[src/verilog/core_defs.svh]
`ifndef CORE_DEFS_SVH
`define CORE_DEFS_SVH

// register and data path width
`define XLEN 64

`define ILEN 32

// number of integer registers, x0 included
`define REG_COUNT 32

// address of the first fetched instruction
`define RESET_PC 64'h0000_0000_0000_0000

`endif

[src/verilog/regFile.sv]
`timescale 1ns/1ps
`default_nettype none
`include "core_defs.svh"

module regFile (
    input  logic                             clk,
    input  logic                             rstN,
    input  logic [$clog2(`REG_COUNT)-1:0]    rs1Addr,
    input  logic [$clog2(`REG_COUNT)-1:0]    rs2Addr,
    input  logic [$clog2(`REG_COUNT)-1:0]    rdAddr,
    input  logic                             rdWrite,
    input  logic [`XLEN-1:0]                 rdData,
    output logic [`XLEN-1:0]                 rs1Val,
    output logic [`XLEN-1:0]                 rs2Val
);

    logic [`XLEN-1:0] regs [1:`REG_COUNT-1];  // no storage for x0

    always_ff @(posedge clk or negedge rstN) begin
        if (!rstN) begin
            for (int i = 1; i < `REG_COUNT; i++) begin
                regs[i] <= '0;
            end
        end else if (rdWrite && rdAddr != '0) begin
            regs[rdAddr] <= rdData;
        end
    end

    assign rs1Val = (rs1Addr == '0) ? '0 : regs[rs1Addr];
    assign rs2Val = (rs2Addr == '0) ? '0 : regs[rs2Addr];

    // a write aimed at x0 must leave it reading zero
    assert property (@(posedge clk) disable iff (!rstN)
        rdWrite && rdAddr == '0 |=> rs1Addr != '0 || rs1Val == '0);

endmodule

`default_nettype wire

[config.mk]
export PLATFORM = sky130hd
export DESIGN_NAME = regFile
export DESIGN_NICKNAME = d
export VERILOG_FILES = /design/src/verilog/regFile.sv
export VERILOG_INCLUDE_DIRS = /design/src /design/src/verilog
export SDC_FILE = /design/constraint.sdc
export NUM_CORES = 2
export LEC_CHECK = 0
export BUFFER_PORTS_ARGS = -buffer_cell sky130_fd_sc_hd__buf_2
export CAP_MARGIN = 20
export CORE_UTILIZATION = 55
export DETAILED_ROUTE_END_ITERATION = 10
export HOLD_SLACK_MARGIN = 0.1
export PLACE_DENSITY = 0.81
export SYNTH_ARGS = -nofsm -noshare
export SYNTH_HDL_FRONTEND = slang
export SYNTH_SLANG_ARGS = --single-unit
[constraint.sdc]
create_clock -name clk -period 3.1 [get_ports clk]
set_input_delay 0.62 -clock clk [delete_from_list [all_inputs] [get_ports clk]]
set_output_delay 0.62 -clock clk [all_outputs]
set_load 0.01 [all_outputs]
==> results.cfg <==
[run_status]
status = complete, but fails checks
violations = negative setup slack

[floorplanning]
fp-row-count = 161
ios = 210
fp.dieH_microns = 442
die_width_microns = 442
core_sq_um = 193000
dieArea_sq_um = 196000
initial_core_util = 0.554

[synth]
synth.top_cell.area_share = 0.465
synth_cell_type_count = 44
synth_seq_cells = 1984
synthMostInstantiatedCell = mux2_2
synth_cells = 7449
synth_fp_nets = 7531
ys_warn_count = 0
synth_top_area_cell = dfrtp_1
ys_seq_area_frac = 0.465
avgSynthCellArea_sq_um = 14.3
syn-cell-area_sq_um = 107000
synth_area_leaders = dfrtp_1 (47%), mux2_2 (23%), mux4_2 (16%), mux2i_1 (4.3%), clkbuf_1 (1.6%)
ys_top_cells_by_count = mux2_2 (2,178), dfrtp_1 (1,984), mux4_2 (748)
synthFlopType = dfrtp_1
async_flop_share = 1.00
synth_edf_count = 0

[global_routing]
grt_use_total = 0.376
grt_max_degree = 146
grt_pass1_wl_microns = 545000
antenna_found_initial = 29
grt_pass1_vias = 80826
gr-total-overflow = 0

[timing]
relSlewSlack = 0.288
finalCritPeriodShare = 1.11
drv_slew = 0
holdWs_ps = 345
setup_slack_ps = -353
fin_crit_ps = 3450
rsz0062_at_grt = yes
skew_ps = 0
setup_violations = 123
timing_worst_slew_pin_value_ps = 1060
fmax_ghz = 0.290
final_hold_viol_count = 0

[placement]
io_buffers = 209
dp_hpwl_microns = 215000
globalplace.congestion = 0.895
dpl_cell_area_sq_um = 116000

[setup_path]
path_max_fanout = 3
regToRegSetupSlack_ps = 2040
cp-end-kind = primary output
cp_data_arrival_time_ps = 2830
critPathCapture = rs2Val[51]
reg2reg_to = regs[788]
r2r-start = regs[788]
rr_worst_depth = 3
cp-start-kind = flip-flop
path_class = flip-flop to primary output
startpoint = regs[819]
cp.required_ps = 2480

[drt]
via_per_inst = 7.28
vias = 78858
routed_wl_microns = 379000
drtPass1Iterations = 7
first_iter_violations = 10280
ant_nets = 0
drc_errors = 0
post_drt_wl_per_cell_microns = 35.0

[finish]
top_register = regs
drive_gt1_frac = 0.577
final_nets = 8202
largest_reg_flops = 1984
top_regs = regs x1984
stdcell_area_sq_um = 129000
syn_to_final_growth_pct = 21.3

[pwr]
ir_drop_mv = 0.724
powerDensity_nw_per_um2 = 621
power.leakage_nw = 57.7

[clock_network]
h-tree-depth = 4
cts_max_path_buffers = 3
clock_latency_ps = 860
cts_tree = built
numClockSinks = 1984
clk_pin_slew_ps = 70
root_buffer = clkbuf_16
cts_made_buffers = 203

[job]
maxCapViolCount = 0

[min_path]
hold_class = input pin to flip-flop
-- repair_timing --
action | in CTS | in global routing
hold buffers | 1 | 0
gates resized for setup | 397 | 203
gates cloned | 38 | 8
setup buffers | 237 | 139
pin swaps | 105 | 110
hold endpoints to repair | 47 | 0
setup endpoints to repair | 127 | 128
-- metrics by stage --
step / utilization / power, mW / setup WS (ps) / setup TNS (ps) / instances
floorplan: - / 45.9 / 156 / 0 / 7449
global placement: 0.601 / 50.6 / -366 / -18090 / 10048
detailed placement: 0.601 / 51.8 / -384 / -20970 / 10048
CTS: 0.661 / 78.7 / -294 / -11470 / 10678
global route: 0.672 / 82.7 / -345 / -18890 / 10818
finish: 0.672 / 80.3 / -353 / -14920 / 10827
-- logic make-up after synthesis --
family / count (synthesis) / synth area share
DFF: 1984 / 0.465
and+or+nand+nor: 620 / 0.0269
muxes: 3391 / 0.432
buffers and inverters: 803 / 0.0337
AOI/OAI and AO/OA: 651 / 0.0421
-- how the worst min path moves through the flow --
stage | startpoint | to | cells past startpoint
floorplan | rstN | regs[0] | 0
global placement | regs[1622] | regs[1622] | 1
detailed placement | regs[1654] | regs[1654] | 1
CTS | rdData[13] | regs[1421] | 2
global route | rdData[11] | regs[459] | 2
finish | rdData[44] | regs[492] | 2
-- layout by cell type, fill, tap and decap left out, types with 101 or more instances in the layout --
cell	n
mux2i_1	449
mux2_2	2130
buf_6	108
buf_2	149
nand2_1	232
buf_4	644
clkbuf_16	212
a21oi_1	101
mux4_2	748
dfrtp_1	1984
buf_12	268
-- routing by layer --
layer / up-vias / wire length, microns / track usage
li1: 29851 / - / -
met1: 40676 / 130000 / 0.465
met2: 6312 / 171000 / 0.566
met3: 2007 / 44100 / 0.101
met5: - / 91 / 0
met4: 12 / 34200 / 0.283
-- worst max-delay path: stages (launching register included) --
cell      delay, ps
dfrtp_1         420
mux4_2          490
mux2_4          300
o211ai_1        270
o21ai_1         160
buf_4           190
buf_6           120
-- report_power, final --
group	leakage [nW]	total [mW]	internal, mW	switching [mW]
clock	3.44	25.8	14.8	11.0
sequential	25.4	35.2	31.0	4.27
combinational	28.9	19.3	11.3	7.96
total	57.7	80.3	57.1	23.3
-- cell type report --
| cell class | count | area (sq um) |
|---|---|---|
| multi-input cells | 4662 | 54900 |
| flip-flops and latches | 1984 | 49600 |
| inverters | 1 | 6.26 |
| repair buffers | 1268 | 14600 |
| clock buffers | 286 | 5870 |
| fillers | 11915 | 63200 |
| well taps | 2526 | 3160 |
| diodes | 22 | 55.1 |
| clock inverters | 78 | 1090 |
Power figures use the tool's default switching activity.
