==> src/verilog/core_defs.svh <==
`ifndef CORE_DEFS_SVH
`define CORE_DEFS_SVH

// register and data path width
`define XLEN 64

`define ILEN 32

// number of integer registers, x0 included
`define REG_COUNT 32

// address of the first fetched instruction
`define RESET_PC 64'h0000_0000_0000_0000

`endif

==> src/verilog/immGen.sv <==
`timescale 1ns/1ps
`default_nettype none
`include "core_defs.svh"

module immGen (
    input  logic [`ILEN-1:0] inst,
    output logic [`XLEN-1:0] imm
);

    logic sign;

    assign sign = inst[31];

    always_comb begin
        case (inst[6:0])
            7'b0010011, 7'b0011011, 7'b0000011, 7'b1100111, 7'b1110011:
                imm = {{(`XLEN-12){sign}}, inst[31:20]};               // I
            7'b0100011:
                imm = {{(`XLEN-12){sign}}, inst[31:25], inst[11:7]};   // S
            7'b1100011:
                imm = {{(`XLEN-13){sign}}, sign, inst[7], inst[30:25],
                       inst[11:8], 1'b0};                              // B
            7'b0110111, 7'b0010111:
                imm = {{(`XLEN-32){sign}}, inst[31:12], 12'b0};        // U
            7'b1101111:
                imm = {{(`XLEN-21){sign}}, sign, inst[19:12], inst[20],
                       inst[30:21], 1'b0};                             // J
            default:
                imm = '0;
        endcase
    end

endmodule

`default_nettype wire

==> config.mk <==
export PLATFORM = sky130hd
export DESIGN_NAME = immGen
export DESIGN_NICKNAME = d
export VERILOG_FILES = /design/src/verilog/immGen.sv
export VERILOG_INCLUDE_DIRS = /design/src /design/src/verilog
export SDC_FILE = /design/constraint.sdc
export NUM_CORES = 1
export LEC_CHECK = 0
export BUFFER_PORTS_ARGS = -buffer_cell sky130_fd_sc_hd__buf_2
export CAP_MARGIN = 10
export CORE_ASPECT_RATIO = 1.25
export CORE_MARGIN = 2
export CORE_UTILIZATION = 36
export DETAILED_ROUTE_END_ITERATION = 7
export PLACE_DENSITY_LB_ADDON = 0.15
export SYNTH_ARGS = -nofsm -noshare
export SYNTH_HDL_FRONTEND = slang
export SYNTH_SLANG_ARGS = --single-unit
==> constraint.sdc <==
create_clock -name vclk -period 6.85
set_input_delay 1.0275 -clock vclk [all_inputs]
set_output_delay 1.0275 -clock vclk [all_outputs]
set_load 0.03 [all_outputs]
==> results_dict.tcl <==
set metrics [dict create \
    pre_cts_slack_ns 2.86 \
    drcViolationCount 0 \
    final_cells 184 \
    drt-total-wl_um 2230 \
    fillers 216 \
    critPathMostFrequentCell "buf_2" \
    grt_pass1_vias 746 \
    design.die.area_um2 2450 \
    worst-path-buf-inv 2 \
    syn_inst 104 \
    worstSetupStartpointType "input pin" \
    hold-path-cell-count 3 \
    end_kind "output port" \
    setup-violations-final 0 \
    slowest_stage "o21a_1" \
    initialDrtViolationCount 6 \
    grt_usage 0.159 \
    layout-drive-gt1-share 0.616 \
    seqCellArea_um2 0 \
    slew_headroom 0.533 \
    max_freq_mhz 252 \
    dr.pass1.iters 4 \
    cts_setup_buffers 0 \
    dp.cells 184 \
    grt_pass1_wl_um 3130 \
    rsz0062_at_grt "no" \
    multi_input_area_um2 469 \
    p_leak_nw 0.792 \
    initial_core_util 0.381 \
    place.gp.congestion 0.811 \
    period_share 0.580 \
    grt_max_degree 34 \
    cp_num_cells 5 \
    cap_violations 0 \
    core_region_area_um2 1960 \
    final_nets 198 \
    min_path_type "input pin to output port" \
    n_antenna_cell 0 \
    cp.arrival_ns 2.94 \
    ys_types 28 \
    status "finished, final reports clean" \
    yosysSeqAreaShare 0 \
    tightest_slew_ns 0.697 \
    place.port_buffers 96 \
    syn2layout_area_growth_pct 31.7 \
    nClkBuffers 0 \
    cellPowerDensity_nw_per_um2 55.8 \
    die_h_um 54.9 \
    io_pins 96 \
    dpl.hpwl_um 1890 \
    via_count 914 \
    cp_top_family "simple AND/OR/NAND/NOR gates" \
    ctsHoldBuffers 0 \
    drv_slew 0 \
    grt_overflow 0 \
    antenna_found_initial 0 \
    worstPathRequired_ns 5.82 \
    crit_end "imm[56]" \
    slowest_delay_ns 0.63 \
    finalCriticalPeriod_ns 3.97 \
    via_per_inst 4.97 \
    setup_slack_ns 2.88 \
    crit_path_start "inst[2]" \
    hold_violations 0 \
    worst-path-max-fanout 33 \
    fp-row-count 18 \
    ant_nets 0 \
    critPathKind "input pin to output port" \
    syn_area_um2 746 \
    nFlopsAndLatches 0 \
    syn-num-nets 136 \
    synth.avg_cell_area_um2 7.17 \
    ys_warn_count 0 \
    peakVddDrop_v 0.0000314 \
    ctsResizeCount 0 \
    path_cells "buf_2 > nand3_1 > nor2_1 > o21a_1 > buf_2" \
    wl_per_cell_um 12.1 \
    tns_ns 0 \
    die_w_um 44.7 \
]
==> cell families (layout without fill, tap and decap cells) <==
kind of cell | after synthesis | after routing | synth area share
AOI/OAI and AO/OA | 33 | 33 | 0.357
muxes | 3 | 3 | 0.0403
xor gates and xnor gates | 1 | 1 | 0.0117
and+or+nand+nor | 29 | 29 | 0.220
buffers and inverters | 38 | 98 | 0.371
==> placed cells by master, fill, tap and decap left out <==
master,count
a21o_1,19
nand2b_1,1
a21oi_4,1
o31ai_2,1
nand2_1,5
nor4_2,1
nand3_1,4
o21a_1,1
and2_1,6
inv_2,1
a2111oi_0,1
buf_2,96
a32oi_1,1
or4_1,1
a22o_1,4
nor2b_1,1
or3_1,3
nor2_1,5
a311o_1,1
xnor2_1,1
a32o_1,1
inv_1,1
nand4_1,1
a21oi_1,3
mux2i_1,3
or3_4,1
==> area by class of cell <==
type | instances | area share
repair buffers | 96 | 0.489
inverters | 2 | 0.00764
well taps | 20 | 0.0255
multi-input cells | 66 | 0.478
==> worst min-delay path, stage by stage <==
cell and delay (ns):
buf_2 0.08, a21o_1 0.09, buf_2 0.18
==> worst min-delay path by stage <==
stage / from / end
2_1_floorplan: inst[30] / imm[10]
3_3_place_gp: inst[16] / imm[16]
3_5_place_dp: inst[18] / imm[18]
4_1_cts: inst[16] / imm[16]
5_1_grt: inst[15] / imm[15]
6_report: inst[16] / imm[16]
==> stage by stage <==
| step | utilization | cell area, µm² | power [mW] | hold WS (ns) |
|---|---|---|---|---|
| detailed placement | 0.501 | 982 | 0.0550 | 2.40 |
| CTS | 0.501 | 982 | 0.0551 | 2.41 |
| floorplan | - | 746 | 0.0404 | 2.27 |
| global placement | 0.501 | 982 | 0.0545 | 2.40 |
| global route | 0.501 | 982 | 0.0589 | 2.42 |
| finish | 0.501 | 982 | 0.0548 | 2.40 |
==> cells in the mapped netlist <==
library cell  instances  area share
inv_1                 1      0.0050
a32oi_1               1       0.012
a32o_1                1       0.013
or3_1                 3       0.025
o21a_1                1       0.010
nand2_1               5       0.025
a311o_1               1       0.013
mux2i_1               3       0.040
a22o_1                4       0.047
nor2b_1               1      0.0084
a21oi_1               3       0.020
a21oi_4               1       0.022
buf_4                33        0.33
and2_1                6       0.050
a2111oi_0             1       0.012
o31ai_2               1       0.017
nor4_2                1       0.017
buf_6                 1       0.015
nand3_1               4       0.027
buf_2                 2       0.013
inv_2                 1      0.0050
nand2b_1              1      0.0084
xnor2_1               1       0.012
a21o_1               19        0.19
nand4_1               1      0.0084
or4_1                 1       0.010
or3_4                 1       0.015
nor2_1                5       0.025
==> routing by layer <==
metal | GRT usage | vias up | wire length (µm)
li1 | - | 460 | -
met1 | 0.194 | 404 | 831
met2 | 0.314 | 50 | 1200
met3 | 0.00990 | 0 | 203
met4 | 0 | 0 | 0
met5 | 0 | - | 0
==> power breakdown <==
| part | switching [mW] | internal, mW | leakage, nW | total (mW) |
|---|---|---|---|---|
| Sequential | 0 | 0 | 0 | 0 |
| Combinational | 0.0363 | 0.0186 | 0.792 | 0.0548 |
| Clock | 0 | 0 | 0 | 0 |
Power figures use the tool's default switching activity.
