--- config.mk ---
export PLATFORM = sky130hd
export DESIGN_NAME = instDecoder
export DESIGN_NICKNAME = d
export VERILOG_FILES = /design/src/verilog/corePkg.sv /design/src/verilog/instDecoder.sv
export VERILOG_INCLUDE_DIRS = /design/src /design/src/verilog
export SDC_FILE = /design/constraint.sdc
export NUM_CORES = 1
export LEC_CHECK = 0
export BUFFER_PORTS_ARGS = -buffer_cell sky130_fd_sc_hd__buf_2
export CAP_MARGIN = 20
export CORE_MARGIN = 2
export CORE_UTILIZATION = 47
export DETAILED_ROUTE_END_ITERATION = 8
export PLACE_DENSITY_LB_ADDON = 0.05
export SETUP_SLACK_MARGIN = 0.2
export SYNTH_ARGS = -nofsm -noshare
export SYNTH_HDL_FRONTEND = slang
export SYNTH_SLANG_ARGS = --single-unit
--- constraint.sdc ---
create_clock -name vclk -period 5.4
set_clock_uncertainty 0.2 [all_clocks]
set_input_delay 0.27 -clock vclk [all_inputs]
set_output_delay 0.27 -clock vclk [all_outputs]
set_load 0.005 [all_outputs]
--- src/verilog/core_defs.svh ---
`ifndef CORE_DEFS_SVH
`define CORE_DEFS_SVH

// register and data path width
`define XLEN 64

`define ILEN 32

// number of integer registers, x0 included
`define REG_COUNT 32

// address of the first fetched instruction
`define RESET_PC 64'h0000_0000_0000_0000

`endif

--- src/verilog/corePkg.sv ---
`default_nettype none

package corePkg;

    typedef enum logic [3:0] {
        aluAdd,
        aluSub,
        aluXor,
        aluOr,
        aluAnd,
        aluSll,
        aluSrl,
        aluSlt,
        aluSltu,
        aluMul,
        aluDivu,
        aluRem,
        aluRemu,
        aluPassB,  // lui
        aluNone
    } aluOpT;

    typedef enum logic [1:0] {
        wbAluResult,
        wbMemData,
        wbPcPlus4,
        wbAluWord   // low word, sign extended
    } wbSelT;

    typedef enum logic {
        opndAPc,
        opndARs1
    } opndASelT;

    typedef enum logic {
        opndBImm,
        opndBRs2
    } opndBSelT;

endpackage

`default_nettype wire

--- src/verilog/instDecoder.sv ---
`timescale 1ns/1ps
`default_nettype none
`include "core_defs.svh"

module instDecoder import corePkg::*; (
    input  logic [`ILEN-1:0] inst,
    input  logic [`XLEN-1:0] rs1Val,
    input  logic [`XLEN-1:0] rs2Val,
    output aluOpT            aluOp,
    output opndASelT         opndASel,
    output opndBSelT         opndBSel,
    output logic             regWrite,
    output wbSelT            wbSel,
    output logic [7:0]       memWriteMask,
    output logic             memRead,
    output logic [3:0]       loadBytes,
    output logic             loadSigned,
    output logic             jump,
    output logic             jumpReg,
    output logic             haltReq
);

    logic [6:0] opcode;
    logic [2:0] funct3;
    logic [6:0] funct7;
    logic       branchTaken;

    assign opcode = inst[6:0];
    assign funct3 = inst[14:12];
    assign funct7 = inst[31:25];

    // shared by the 64-bit and the word register-register groups
    function automatic aluOpT regRegOp(input logic [2:0] f3, input logic [6:0] f7,
                                       input logic isWord);
        aluOpT op;
        op = aluNone;
        if (f7 == 7'b0000001) begin
            case (f3)
                3'b000:  op = aluMul;
                3'b101:  op = aluDivu;
                3'b110:  op = aluRem;
                3'b111:  op = aluRemu;
                default: op = aluNone;
            endcase
        end else if (f7 == 7'b0100000) begin
            op = (f3 == 3'b000) ? aluSub : aluNone;
        end else if (f7 == 7'b0000000) begin
            case (f3)
                3'b000:  op = aluAdd;
                3'b001:  op = aluSll;
                3'b101:  op = aluSrl;
                3'b100:  op = aluXor;
                3'b110:  op = aluOr;
                3'b111:  op = aluAnd;
                3'b010:  op = aluSlt;
                3'b011:  op = aluSltu;
                default: op = aluNone;
            endcase
            if (isWord && f3 != 3'b000) begin
                op = aluNone;  // only addw in the word group
            end
        end
        return op;
    endfunction

    always_comb begin
        case (funct3)
            3'b000:  branchTaken = (rs1Val == rs2Val);
            3'b001:  branchTaken = (rs1Val != rs2Val);
            3'b100:  branchTaken = ($signed(rs1Val) < $signed(rs2Val));
            3'b101:  branchTaken = ($signed(rs1Val) >= $signed(rs2Val));
            3'b110:  branchTaken = (rs1Val < rs2Val);
            3'b111:  branchTaken = (rs1Val >= rs2Val);
            default: branchTaken = 1'b0;
        endcase
    end

    always_comb begin
        aluOp        = aluNone;
        opndASel     = opndARs1;
        opndBSel     = opndBRs2;
        regWrite     = 1'b0;
        wbSel        = wbAluResult;
        memWriteMask = 8'h00;
        memRead      = 1'b0;
        loadBytes    = 4'd8;
        loadSigned   = 1'b1;
        jump         = 1'b0;
        jumpReg      = 1'b0;
        haltReq      = 1'b0;
        case (opcode)
            7'b0110011: begin  // register-register
                regWrite = 1'b1;
                aluOp    = regRegOp(funct3, funct7, 1'b0);
            end
            7'b0111011: begin  // word register-register
                regWrite = 1'b1;
                wbSel    = wbAluWord;
                aluOp    = regRegOp(funct3, funct7, 1'b1);
            end
            7'b0010011: begin  // register-immediate
                regWrite = 1'b1;
                opndBSel = opndBImm;
                case (funct3)
                    3'b000:  aluOp = aluAdd;
                    3'b100:  aluOp = aluXor;
                    3'b110:  aluOp = aluOr;
                    3'b111:  aluOp = aluAnd;
                    3'b010:  aluOp = aluSlt;
                    3'b011:  aluOp = aluSltu;
                    3'b001:  aluOp = (inst[31:26] == 6'b0) ? aluSll : aluNone;
                    3'b101:  aluOp = (inst[31:26] == 6'b0) ? aluSrl : aluNone;
                    default: aluOp = aluNone;
                endcase
            end
            7'b0011011: begin  // addiw
                regWrite = 1'b1;
                opndBSel = opndBImm;
                wbSel    = wbAluWord;
                aluOp    = (funct3 == 3'b000) ? aluAdd : aluNone;
            end
            7'b0010111: begin  // auipc
                regWrite = 1'b1;
                opndASel = opndAPc;
                opndBSel = opndBImm;
                aluOp    = aluAdd;
            end
            7'b0110111: begin  // lui
                regWrite = 1'b1;
                opndBSel = opndBImm;
                aluOp    = aluPassB;
            end
            7'b0000011: begin
                regWrite = 1'b1;
                opndBSel = opndBImm;
                aluOp    = aluAdd;
                wbSel    = wbMemData;
                memRead  = 1'b1;
                loadBytes  = 4'd1 << funct3[1:0];
                loadSigned = ~funct3[2];  // lbu lhu lwu
            end
            7'b0100011: begin
                opndBSel     = opndBImm;
                aluOp        = aluAdd;
                memWriteMask = (funct3[2] == 1'b0) ? 8'((16'h1 << (4'd1 << funct3[1:0])) - 1)
                                                   : 8'h00;
            end
            7'b1100011: jump = branchTaken;
            7'b1101111: begin  // jal
                regWrite = 1'b1;
                wbSel    = wbPcPlus4;
                jump     = 1'b1;
            end
            7'b1100111: begin  // jalr, target from the alu
                regWrite = 1'b1;
                wbSel    = wbPcPlus4;
                opndBSel = opndBImm;
                aluOp    = aluAdd;
                jump     = 1'b1;
                jumpReg  = 1'b1;
            end
            7'b1110011: haltReq = (inst == 32'h0010_0073);  // ebreak only
            default: ;
        endcase
    end

    always_comb begin
        assert (!(memRead && memWriteMask != 8'h00))
            else $error("load and store decoded together");
    end

endmodule

`default_nettype wire

==> results summary <==
The vias after detailed routing came out at 3320. The synthesized netlist contains 51 unique library cells. The synthesized netlist cell count came out at 383. The transition time of the tightest slew-check pin came out at about 0.46 ns. The number of nets in the final layout is 791. The wire length of the first global-routing pass is ~13000 um. The count of clock-net buffers in the final layout is 0. The layout cell share with drive strength beyond 1 came out at 34.47%. The mapped netlist covers 0.002572 mm2. The placed cell area came out at 0.003532 mm2.

The number of endpoints failing setup at the final stage came out at 0. The final layout contains routed wiring with a total length of 7565 um. After detailed routing, the number of vias per cell comes to 5.295. The layout overhead on the synthesized area came out at 37.31%. The final global-route overflow total came out at 0. The part of the cycle the worst path needs is between 50% and 60%. The iteration-0 DRC count of the detailed router came out at 116. 186 I/O pins were placed. STA classifies the critical path endpoint as an output port. Traced cell by cell, the critical path runs through buf_2 -> ha_1 -> a21oi_1 -> o21ai_0 -> a221o_1 -> a2111o_1 -> a32oi_1 -> nand2_2 -> mux2i_1 -> o2111ai_1 -> buf_2.

VDD sags by at most 0.04006 mV. The number of antenna-violating nets in the routed design came out at 0. The final core utilization is 67.86%. Sorting the synthesized cells by area gives the leading types as ha_1 35%, inv_1 11%, a21oi_1 6.8%, nand2_1 3.6%, nor2_1 3.6%. The number of max-cap violations came out at 0. The largest total area in the synthesized netlist belongs to ha_1.

The area of the die is between 0.006 and 0.007 mm2. The total routing usage reported by global routing came out at 23.86%. The worst setup path is of the input pin to output port kind.

The proportion of netlist area held by the largest area contributor came out at a little over a third. The post-CTS setup buffer count is 0. The highest cell delay on the worst timing path came out at 0.42 ns. Entering global routing, the biggest net connects 16 pins. The run finished with clean final reports. The die is a little under 80 um wide.

After detailed routing, the average wire length per cell comes to 12.07 um. Prior to clock tree synthesis, the placed netlist has a worst setup slack of 2.388 ns. The number of I/O port buffers came out at ~190.

Counting I/O delays and the setup requirement, the final critical path takes 3.006 ns. For hold timing, the worst endpoint is opndBSel. For the final routed database, the setup TNS stands at 0 ns. The min-delay analysis places its worst path in the category input pin to output port.

The slowest stage cell on the critical path is a2111o_1. The cell with the most instances after synthesis is inv_1. The design has 0 sequential cells. The initial core utilization is 49.42%. STA classifies the critical path startpoint as an input pin. The core region is 0.005205 mm2. The number of antenna violations at the first check in global routing is 0.

The required time of the critical path is roughly 4.9 ns. The number of hold-slack violations in the final timing report came out at 0. Counting instances in the post-synthesis netlist gives the leading cell types as 73 x inv_1, 72 x ha_1, 35 x a21oi_1, 25 x nand2_1, 25 x nor2_1. The average instance in the mapped netlist occupies between 6 and 7 um2. The number of global-route vias before repair came out at 3201. The row count is 26. The number of nets in the synthesized netlist is slightly above 600. The worst hold path begins at inst[0]. Setup repair after global routing left no endpoint under its margin.

The chip height is 77.98 um. The final-report max-slew violation count is 0. The largest driver fanout on the critical path came out at 3. The worst relative slew slack is ~70%. The number of DRC violations after detailed routing is 0. The sum of net half-perimeters after detailed placement is 6788 um. The worst setup margin came out at 2.394 ns.

The dominant delay contributor by cell family on the critical path is compound AO/OA/AOI/OAI gates. The first detailed-routing pass took 4 iterations. In this design, the critical path's most frequently occurring cell is buf_2. STA puts the critical path data arrival time at 2.54 ns. The Yosys step of the flow raised 0 warnings. The diode insertion count for antenna repair came out at 0.

Summing the sequential cell areas from Yosys gives 0% of the chip area. The area of all placed cells without fillers came out at 0.003532 mm2. The total power draw came out at between 200 and 250 uW. The congestion estimate from routability-driven global placement came to 0.8876. The static leakage is 0.002135 uW. The total power divided by cell area came out at 59.10 mW/mm2. Post-CTS repair changed the size of 0 cells. The count of buffer and inverter cells on the critical path is 2. The number of instances on the worst hold path is 3.

For this design, the CTS-stage hold fixing added 0 buffers. The storage element area came out at 0 um2. For this run, the top clock speed supported by timing is 0.3327 GHz.
## power by group
group          switching, uW  total (uW)  internal [uW]
clock network              0           0              0
registers                  0           0              0
logic                    104         209            105
total                    104         209            105
## cell usage in the layout (no fill, tap or decap), types with 2 or more instances in the layout
master    instances
nor2b_1           2
nor3_1            8
or4_1             2
nor4_1            5
and3_1            2
nor4b_1           4
nand2_1          25
o211ai_1          3
a21oi_2           2
nand3_1          18
mux2i_1           4
o21a_1            2
and2_1            3
o32ai_1           2
buf_2           186
xor2_1            2
a21oi_1          35
and4_1            8
a221o_1           2
or3_1             5
ha_1             72
o21ai_0          16
a21o_1            5
nand4_1          14
a211oi_1          2
a31oi_1           2
nor2_1           25
o21ai_1           2
inv_1            73
nand2b_1          7
## worst min-delay path: cells and delay by family
family,cells,cell delay [ns]
buffers and inverters,2,0.21
AND/OR/NAND/NOR,1,0.06
## metrics by stage
step	std cells	hold WS, ns
5_1_grt	627	0.6399
6_report	627	0.6121
3_3_place_gp	627	0.6072
2_1_floorplan	383	0.3754
4_1_cts	627	0.6099
3_5_place_dp	627	0.6057
## cell type report
cell class                      count  area [um2]
Tap cell                           70       87.58
Multi-Input combinational cell    297        2236
Fill cell                         478        1673
Inverter                           74       277.8
Timing Repair Buffer              186       930.9
## layer usage
layer | vias up | GRT usage (%) | wire [um]
met1 | 1434 | 27.50 | 3085
li1 | 1718 | - | -
met3 | 10 | 2.442 | 605
met2 | 158 | 47.33 | 3793
met5 | - | 0 | 0
met4 | 0 | 3.860 | 80
## logic make-up (layout without fill, tap and decap cells)
group	Yosys count	after routing	share of synthesized area (%)
AOI/OAI and AO/OA	87	87	21.89
xor gates and xnor gates	2	2	0.6811
adders and majority gates	73	73	35.41
buffers and inverters	86	260	13.08
muxes	4	4	1.556
and+or+nand+nor	131	131	27.38
## how the worst max path moves through the flow
stage,from,end,slack [ns],cells after the start
finish,rs1Val[19],jump,2.39,11
global route,rs1Val[19],jump,2.18,11
CTS,rs1Val[22],jump,2.37,11
detailed placement,rs1Val[22],jump,2.39,11
global placement,rs1Val[22],jump,2.44,10
floorplan,rs2Val[22],jump,2.76,9
No activity file was read; power rests on OpenSTA's default activity.
