==> src/verilog/core_defs.svh <==
`ifndef CORE_DEFS_SVH
`define CORE_DEFS_SVH

// register and data path width
`define XLEN 64

`define ILEN 32

// number of integer registers, x0 included
`define REG_COUNT 32

// address of the first fetched instruction
`define RESET_PC 64'h0000_0000_0000_0000

`endif

==> src/verilog/corePkg.sv <==
`default_nettype none

package corePkg;

    typedef enum logic [3:0] {
        aluAdd,
        aluSub,
        aluXor,
        aluOr,
        aluAnd,
        aluSll,
        aluSrl,
        aluSlt,
        aluSltu,
        aluMul,
        aluDivu,
        aluRem,
        aluRemu,
        aluPassB,  // lui
        aluNone
    } aluOpT;

    typedef enum logic [1:0] {
        wbAluResult,
        wbMemData,
        wbPcPlus4,
        wbAluWord   // low word, sign extended
    } wbSelT;

    typedef enum logic {
        opndAPc,
        opndARs1
    } opndASelT;

    typedef enum logic {
        opndBImm,
        opndBRs2
    } opndBSelT;

endpackage

`default_nettype wire

==> src/verilog/writeBack.sv <==
`timescale 1ns/1ps
`default_nettype none
`include "core_defs.svh"

module writeBack import corePkg::*; (
    input  wbSelT            wbSel,
    input  logic [`XLEN-1:0] aluResult,
    input  logic [`XLEN-1:0] memData,
    input  logic [`XLEN-1:0] pc,
    input  logic [3:0]       loadBytes,
    input  logic             loadSigned,
    output logic [`XLEN-1:0] rdData
);

    logic [`XLEN-1:0] loadVal;

    // data sits in the low bytes of the returned doubleword
    always_comb begin
        case (loadBytes)
            4'd1: loadVal = {{(`XLEN-8){loadSigned & memData[7]}}, memData[7:0]};
            4'd2: loadVal = {{(`XLEN-16){loadSigned & memData[15]}}, memData[15:0]};
            4'd4: loadVal = {{(`XLEN-32){loadSigned & memData[31]}}, memData[31:0]};
            default: loadVal = memData;
        endcase
    end

    always_comb begin
        case (wbSel)
            wbMemData: rdData = loadVal;
            wbPcPlus4: rdData = pc + `XLEN'd4;  // link address
            wbAluWord: rdData = {{(`XLEN-32){aluResult[31]}}, aluResult[31:0]};
            default:   rdData = aluResult;
        endcase
    end

endmodule

`default_nettype wire
==> config.mk <==
export PLATFORM = sky130hd
export DESIGN_NAME = writeBack
export DESIGN_NICKNAME = d
export VERILOG_FILES = /design/src/verilog/corePkg.sv /design/src/verilog/writeBack.sv
export VERILOG_INCLUDE_DIRS = /design/src /design/src/verilog
export SDC_FILE = /design/constraint.sdc
export NUM_CORES = 1
export LEC_CHECK = 0
export ABC_AREA = 0
export CORE_AREA = 8 8 113 115
export DETAILED_ROUTE_END_ITERATION = 6
export DIE_AREA = 0 0 121 123
export DONT_BUFFER_PORTS = 1
export MAX_ROUTING_LAYER = met4
export PLACE_DENSITY_LB_ADDON = 0.3
export SLEW_MARGIN = 20
export SYNTH_ARGS = -nofsm -noshare
export SYNTH_HDL_FRONTEND = slang
export SYNTH_SLANG_ARGS = --single-unit
==> constraint.sdc <==
create_clock -name vclk -period 1.9
set_input_delay 0.19 -clock vclk [all_inputs]
set_output_delay 0.19 -clock vclk [all_outputs]
set_load 0.005 [all_outputs]
==> results of run 1 <==
-- path summary, 6_finish.rpt --
path	slack [ps]	depth (start not counted)	endpoint	from
max	-120	7	rdData[42]	pc[3]
min	450	1	rdData[1]	wbSel[0]
-- per-layer routing --
metal / track usage / vias to the layer above / routed length [um]
met4: 0.0258 / 0 / 267
met1: 0.241 / 2098 / 6590
met5: - / - / 0
li1: - / 2108 / -
met2: 0.343 / 205 / 8350
met3: 0.0543 / 22 / 1590
-- cell families after synthesis --
family,synth area share
AO/OA/AOI/OAI,0.358
XOR/XNOR,0.143
adder cells (fa/ha/maj),0.00393
buffers and inverters,0.0726
multiplexers,0.0283
AND/OR/NAND/NOR,0.394
-- power by group through the flow --
stage	Sequential, uW	Clock [uW]	Combinational, uW
finish	0	0	691
global route	0	0	758
CTS	0	0	638
detailed placement	0	0	604
global placement	0	0	598
floorplan	0	0	458
-- stage by stage --
stage,TNS (ps),util
2_1_floorplan,-382,-
3_3_place_gp,-2470,0.333
3_5_place_dp,-3070,0.333
4_1_cts,-396,0.344
5_1_grt,-2290,0.377
6_report,-758,0.377
-- cell usage in the layout (no fill, tap or decap), types with 6 or more instances in the layout --
cell	count
a211oi_1	8
a21oi_1	61
and2_1	6
and3_1	11
buf_4	59
inv_1	9
mux2i_1	9
nand2_1	51
nand3_1	26
nand4_1	15
nor2_1	68
nor3_1	9
o211ai_1	10
o21ai_0	51
o21ai_1	9
o22ai_1	15
o22ai_2	11
or3_1	7
xnor2_1	16
xor2_1	32
-- timing repair --
action,in CTS,in global routing
setup buffers,3,9
hold endpoints to repair,0,0
gates cloned,0,2
resized for setup,28,49
setup endpoints to repair,34,34
pin swaps,7,34
-- layout make-up --
type / count / area [sq um]
repair buffers: 70 / 629
fillers: 1210 / 6900
inverters: 9 / 33.8
well taps: 143 / 179
multi-input cells: 502 / 3340
==> impl_metrics.json, run 1 <==
{
  "ios": 263,
  "post-route-min-period_ps": 2020,
  "swShare": 0.536,
  "cp.required_ps": 1710,
  "drc_errors": 0,
  "critical_path_class": "in -> out",
  "p_comb_frac": 1.000,
  "via_count": 4433,
  "hold_violations": 0,
  "grt_max_degree": 73,
  "finalSetupViolCount": 15,
  "syn_nets": 758,
  "grt_pass1_vias": 4157,
  "regArea_sq_um": 0,
  "wl_per_cell_um": 23.2,
  "arrival_ps": 1830,
  "dieArea_sq_um": 14900,
  "p_int_uw": 321,
  "place.port_buffers": 0,
  "dr.first_iter.drc_count": 309,
  "rows": 39,
  "power.share.clock": 0,
  "relSlewSlack": 0.579,
  "synth_top_cells_by_count": "nor2_1, a21oi_1, o21ai_0",
  "die_w_um": 121,
  "antenna_found_initial": 0,
  "dp_hpwl_mm": 13.5,
  "pre_cts_slack_ps": -191,
  "coreArea_sq_um": 11100,
  "dr.pass1.iters": 5,
  "syn_area_sq_um": 3190,
  "synth-seq-area-share": 0,
  "crit_slowest_cell": "or4_4",
  "diodes": 0,
  "rsz0062_at_grt": "true",
  "grt_overflow": 0,
  "synth_top_area_share": 0.102,
  "holdWs_ps": 446,
  "final_layout_size_suffix_gt1_frac": 0.238,
  "worst_setup_path_start_kind": "input pin",
  "p_per_area_nw_per_um2": 165,
  "cpLargestDelayFamily": "simple AND/OR/NAND/NOR gates",
  "path_max_fanout": 4,
  "worst_pin_slew_ps": 627,
  "cap_violations": 0,
  "synthTopCellsByArea": "a21oi_1, o21ai_0, xor2_1, nor2_1, nand2_1",
  "ys_types": 50,
  "nets": 783,
  "dp.cells": 711,
  "synth_area_per_cell_sq_um": 5.71,
  "crit_chain": "ha_4, nand2_4, or3_4, or4_4, nor3_2, xnor2_1, o21ai_1",
  "synth_top_cell_by_area": "a21oi_1",
  "place_area_sq_um": 3680,
  "critPathMaxStageDelay_ps": 570,
  "synth.most_common_cell": "nor2_1",
  "hp-class": "in -> out",
  "critPathBufInv": 0,
  "synth_cells": 558,
  "violations": "setup timing",
  "worstSetupEndpointType": "primary output",
  "design_area_sq_um": 4180,
  "routed_wl_mm": 16.8,
  "slew_viol_final": 0,
  "stdcell_count": 724,
  "fmax_ghz": 0.495,
  "status": "complete, but fails checks",
  "cts_hold_buf": 0,
  "power_leakage_uw": 0.00151,
  "die_y_um": 123,
  "power.total_uw": 691,
  "ant_nets": 0,
  "grt_pass1_wl_mm": 23.8,
  "seq_power_share": 0,
  "clock_buffers": 0,
  "initial_core_util": 0.288,
  "ir_drop_uv": 75.3,
  "setup_ws_ps": -119,
  "gp_congestion": 0.947,
  "area_growth_pct": 31.2,
  "period_share": 1.06,
  "track_usage": 0.202,
  "ys_warn_count": 0,
  "seq_cells": 0,
  "net-switching-power_uw": 370,
  "vias_per_cell": 6.12
}
Power figures use the tool's default switching activity.
==> run 2: changes to the inputs <==
Settings changed: CORE_AREA 8 8 113 115 to 8 8 99 101, DIE_AREA 0 0 121 123 to 0 0 107 109, SKIP_LAST_GASP set to 1.
==> run 2 against run 1 <==
The flow still finishes with violations (setup timing). Setup slack got worse by 21 ps. Non-clock buffer count unchanged. Sequential share of layout area is the same. Combinational power fell by 1%. Cell count down 4.8%. Wire length down 3.4%. Global-route usage increased by 5.1 points. Total power fell by 1.1%. Via count increased by 2.1%. Largest cell class unchanged. Largest power group unchanged. Highest routed layer unchanged.
==> impl_metrics.json, run 2 (synthesis results as in run 1) <==
{
  "fmax_ghz": 0.490,
  "track_usage": 0.253,
  "place.port_buffers": 0,
  "period_share": 1.07,
  "ir_drop_uv": 69.5,
  "die_w_um": 107,
  "wl_per_cell_um": 23.5,
  "ant_nets": 0,
  "seq_cells": 0,
  "drc_errors": 0,
  "power_leakage_uw": 0.00156,
  "status": "complete, but fails checks",
  "p_comb_frac": 1.000,
  "hp-class": "in -> out",
  "diodes": 0,
  "nets": 783,
  "finalSetupViolCount": 16,
  "ios": 263,
  "vias_per_cell": 6.57,
  "power.share.clock": 0,
  "violations": "setup timing",
  "swShare": 0.530,
  "final_cell_mix": "nor2_1, a21oi_1, buf_4, nand2_1, o21ai_0",
  "min_from": "wbSel[0]",
  "cts_hold_buf": 0,
  "worstSetupEndpointType": "primary output",
  "rows": 34,
  "clock_buffers": 0,
  "path_max_fanout": 4,
  "setup_ws_ps": -140,
  "dr.first_iter.drc_count": 452,
  "seq_power_share": 0,
  "pre_cts_slack_ps": -231,
  "relSlewSlack": 0.705,
  "via_count": 4525,
  "grt_pass1_wl_mm": 23.4,
  "antenna_found_initial": 0,
  "fin_util": 0.511,
  "worst_setup_path_start_kind": "input pin",
  "fillCellCount": 838,
  "dp_hpwl_mm": 12.6,
  "critical_path_class": "in -> out",
  "initial_core_util": 0.380,
  "hold_depth": 1,
  "power.total_uw": 683,
  "gp_congestion": 0.918,
  "rsz0062_at_grt": "true",
  "final_layout_size_suffix_gt1_frac": 0.262,
  "cp.required_ps": 1710,
  "die_y_um": 109,
  "grt_overflow": 0,
  "cap_violations": 0,
  "grt_pass1_vias": 4226,
  "regArea_sq_um": 0,
  "p_int_uw": 321,
  "net-switching-power_uw": 362,
  "dieArea_sq_um": 11700,
  "grt_max_degree": 73,
  "holdWs_ps": 456,
  "slew_viol_final": 0,
  "post-route-min-period_ps": 2040,
  "p_per_area_nw_per_um2": 160,
  "routed_wl_mm": 16.2,
  "hold_violations": 0,
  "multi_input_area_sq_um": 3470,
  "coreArea_sq_um": 8380,
  "worst_pin_slew_ps": 441,
  "layout_commonest_cell": "nor2_1",
  "arrival_ps": 1850,
  "dr.pass1.iters": 5,
  "area_growth_pct": 34.4,
  "tns_ps": -946,
  "min_to": "rdData[0]"
}
## run 2: worst max-delay path by stage
| stage | start | to | slack [ps] | cells after the start |
|---|---|---|---|---|
| final | pc[2] | rdData[42] | -140 | 7 |
| after floorplan | pc[7] | rdData[63] | -90 | 8 |
| after global routing | pc[7] | rdData[55] | -170 | 7 |
| after global placement | pc[2] | rdData[42] | -230 | 7 |
| after detailed placement | pc[2] | rdData[42] | -230 | 7 |
| after CTS | pc[2] | rdData[46] | -130 | 7 |
## run 2: power by group through the flow
stage          logic (uW)  registers (uW)  clock network, uW
2_1_floorplan         458               0                  0
3_3_place_gp          569               0                  0
3_5_place_dp          581               0                  0
4_1_cts               615               0                  0
5_1_grt               749               0                  0
6_report              683               0                  0
## run 2: critical path, cell delays in order
cell and delay [ps]:
ha_4 130, nand2_4 60, or3_4 400, or4_4 600, nor3_4 190, xnor2_2 130
o21ai_2 150
## run 2: layout make-up
| cell class | count | area share |
|---|---|---|
| well taps | 108 | 0.0316 |
| repair buffers | 70 | 0.150 |
| inverters | 9 | 0.00789 |
| multi-input cells | 502 | 0.811 |
## run 2: routing by layer
metal,GRT usage,vias up,part of all wire
met2,0.398,292,0.48
met5,-,-,0
met1,0.313,2109,0.39
met3,0.0774,30,0.12
met4,0.0492,0,0.019
li1,-,2094,-
## run 2: what timing repair did
action                     CTS  global route
pin swaps                   23            33
gates resized for setup     30            76
buffers inserted             5             6
setup endpoints to repair   36            41
cloned                       1             1
## run 2: through the flow
step                      cells  cell area [sq um]
after floorplan             558               3260
after global placement      676               3630
after detailed placement    676               3630
after CTS                   682               3850
after global routing        689               4280
final                       689               4280
==> run 3: changes to the inputs <==
Settings changed: ABC_AREA 0 to 1, CORE_AREA 8 8 99 101 to 8 8 109 111, DIE_AREA 0 0 107 109 to 0 0 117 119.
==> run 3 against run 2 <==
The flow now finishes without violations. Global-route usage decreased by 0.097 points. Synthesized area increased by 25%. Worst hold slack improved by 38 ps. Sequential share of layout area unchanged. Combinational power decreased by 5.3%. Final area decreased by 3.3%. Via count increased by 22%. Utilization decreased by 10 points. Total power decreased by 5.4%. Cell count increased by 46%. Maximum frequency increased by 16%. Non-clock buffer count decreased by 54. Critical path type unchanged. Largest cell class unchanged. Largest power group unchanged.
==> impl_metrics.json, run 3 <==
{
  "status": "finished, final reports clean",
  "initial_core_util": 0.394,
  "regArea_sq_um": 0,
  "antenna_found_initial": 0,
  "layout_commonest_cell": "nand2_1",
  "grt_max_degree": 47,
  "drc_errors": 0,
  "dr.pass1.iters": 6,
  "seq_cells": 0,
  "grtUsageMet1": 0.298,
  "p_per_area_nw_per_um2": 156,
  "vias_per_cell": 5.49,
  "rows": 37,
  "clock_buffers": 0,
  "ys_types": 30,
  "critical_path_class": "in -> out",
  "finalSetupViolCount": 0,
  "setup_ws_ps": 148,
  "tns_ps": 0,
  "syn_nets": 1087,
  "relSlewSlack": 0.641,
  "synth-seq-area-share": 0,
  "hold_violations": 0,
  "gp_congestion": 1.05,
  "die_y_um": 119,
  "holdWs_ps": 493,
  "coreArea_sq_um": 10100,
  "synth_top_area_share": 0.300,
  "synthTopCellsByArea": "nand2_1, nor2_1, nand3_1, inv_1, a21oi_1",
  "diodes": 0,
  "die_w_um": 117,
  "hp-class": "in -> out",
  "area_growth_pct": 4.19,
  "dp.cells": 1007,
  "fmax_ghz": 0.571,
  "worstSetupEndpointType": "primary output",
  "nets": 1073,
  "met3_usage": 0.0591,
  "dp_hpwl_mm": 16.4,
  "post-route-min-period_ps": 1750,
  "cap_violations": 0,
  "track_usage": 0.252,
  "routed_wl_mm": 18.5,
  "pre_cts_slack_ps": 150,
  "use_met2": 0.427,
  "wl_per_cell_um": 18.3,
  "dieArea_sq_um": 13900,
  "power_leakage_uw": 0.00190,
  "grt_pass1_wl_mm": 27.0,
  "ys_warn_count": 0,
  "synth.most_common_cell": "nand2_1",
  "synth_cells": 887,
  "via_count": 5525,
  "rsz0062_at_grt": "true",
  "synth_area_per_cell_sq_um": 4.48,
  "place.port_buffers": 0,
  "path_max_fanout": 32,
  "worst_setup_path_start_kind": "input pin",
  "worst_pin_slew_ps": 535,
  "arrival_ps": 1560,
  "ir_drop_uv": 71.0,
  "fillCellCount": 1206,
  "syn_area_sq_um": 3980,
  "grt_busiest_layer": "met2",
  "stdcell_count": 1007,
  "slew_viol_final": 0,
  "synth_top_cell_by_area": "nand2_1",
  "grt_overflow": 0,
  "final_layout_size_suffix_gt1_frac": 0.0677,
  "synth_top_cells_by_count": "nand2_1, nor2_1, nand3_1",
  "grt_pass1_vias": 4922,
  "period_share": 0.922,
  "cp.required_ps": 1710,
  "ios": 263,
  "dr.first_iter.drc_count": 511,
  "power.total_uw": 647,
  "final_cell_mix": "nand2_1, nor2_1, nand3_1, inv_1, a21oi_1",
  "ant_nets": 0
}
==> run 3: cell count changes after synthesis, moves of 16 or more <==
cell      before  now
o21ai_0       62   22
xnor2_1       17    1
nand3_1       31  110
nand2_1       54  318
nor2_1        70  188
clkbuf_1      37   17
xor2_1        35    4
o22ai_1       26    0
a21oi_1       65   39
inv_1          9   74
==> run 3: per-layer routing <==
layer  routed length [um]  vias up
met5                    0        -
met4                  399        0
met3                 1960       27
met2                 8880      250
met1                 7220     2437
li1                     -     2811
==> run 3: critical path: stages <==
cell and delay [ps]:
inv_1 70, nor2_2 120, nand2_2 190, nand3_4 160
nand4_4 380, a21oi_1 290, nand3_1 120
==> run 3: area by class of cell <==
class	count	area, sq um	area share
multi-input cells	777	3530	0.853
inverters	78	293	0.0707
well taps	136	170	0.0411
repair buffers	16	145	0.0350
==> run 3: final timing paths <==
check               endpoint  depth (start not counted)    startpoint  slack [ps]
hold / removal     rdData[2]                          1         pc[2]         490
setup / recovery  rdData[53]                          7  loadBytes[1]         150
==> run 3: metrics by stage <==
step                instance area, sq um  utilization
detailed placement                  4140        0.410
floorplan                           3980            -
CTS                                 4140        0.410
global placement                    4140        0.410
global route                        4140        0.410
finish                              4140        0.410
==> run 3: timing repair <==
action | 4_1_cts | 5_1_grt
buffers inserted | 0 | 0
setup endpoints to repair | 0 | 2
hold buffers | 0 | 0
gates resized for setup | 0 | 1
==> run 3: where the power goes <==
group          internal [uW]  leakage [uW]  switching (uW)
combinational            229       0.00190             418
sequential                 0             0               0
clock                      0             0               0
total                    229       0.00190             418
==> run 3: logic make-up after synthesis <==
group | synth area share
buffers and inverters | 0.114
AOI/OAI and AO/OA | 0.137
and+or+nand+nor | 0.734
xor gates and xnor gates | 0.0110
adders and majority gates | 0.00315
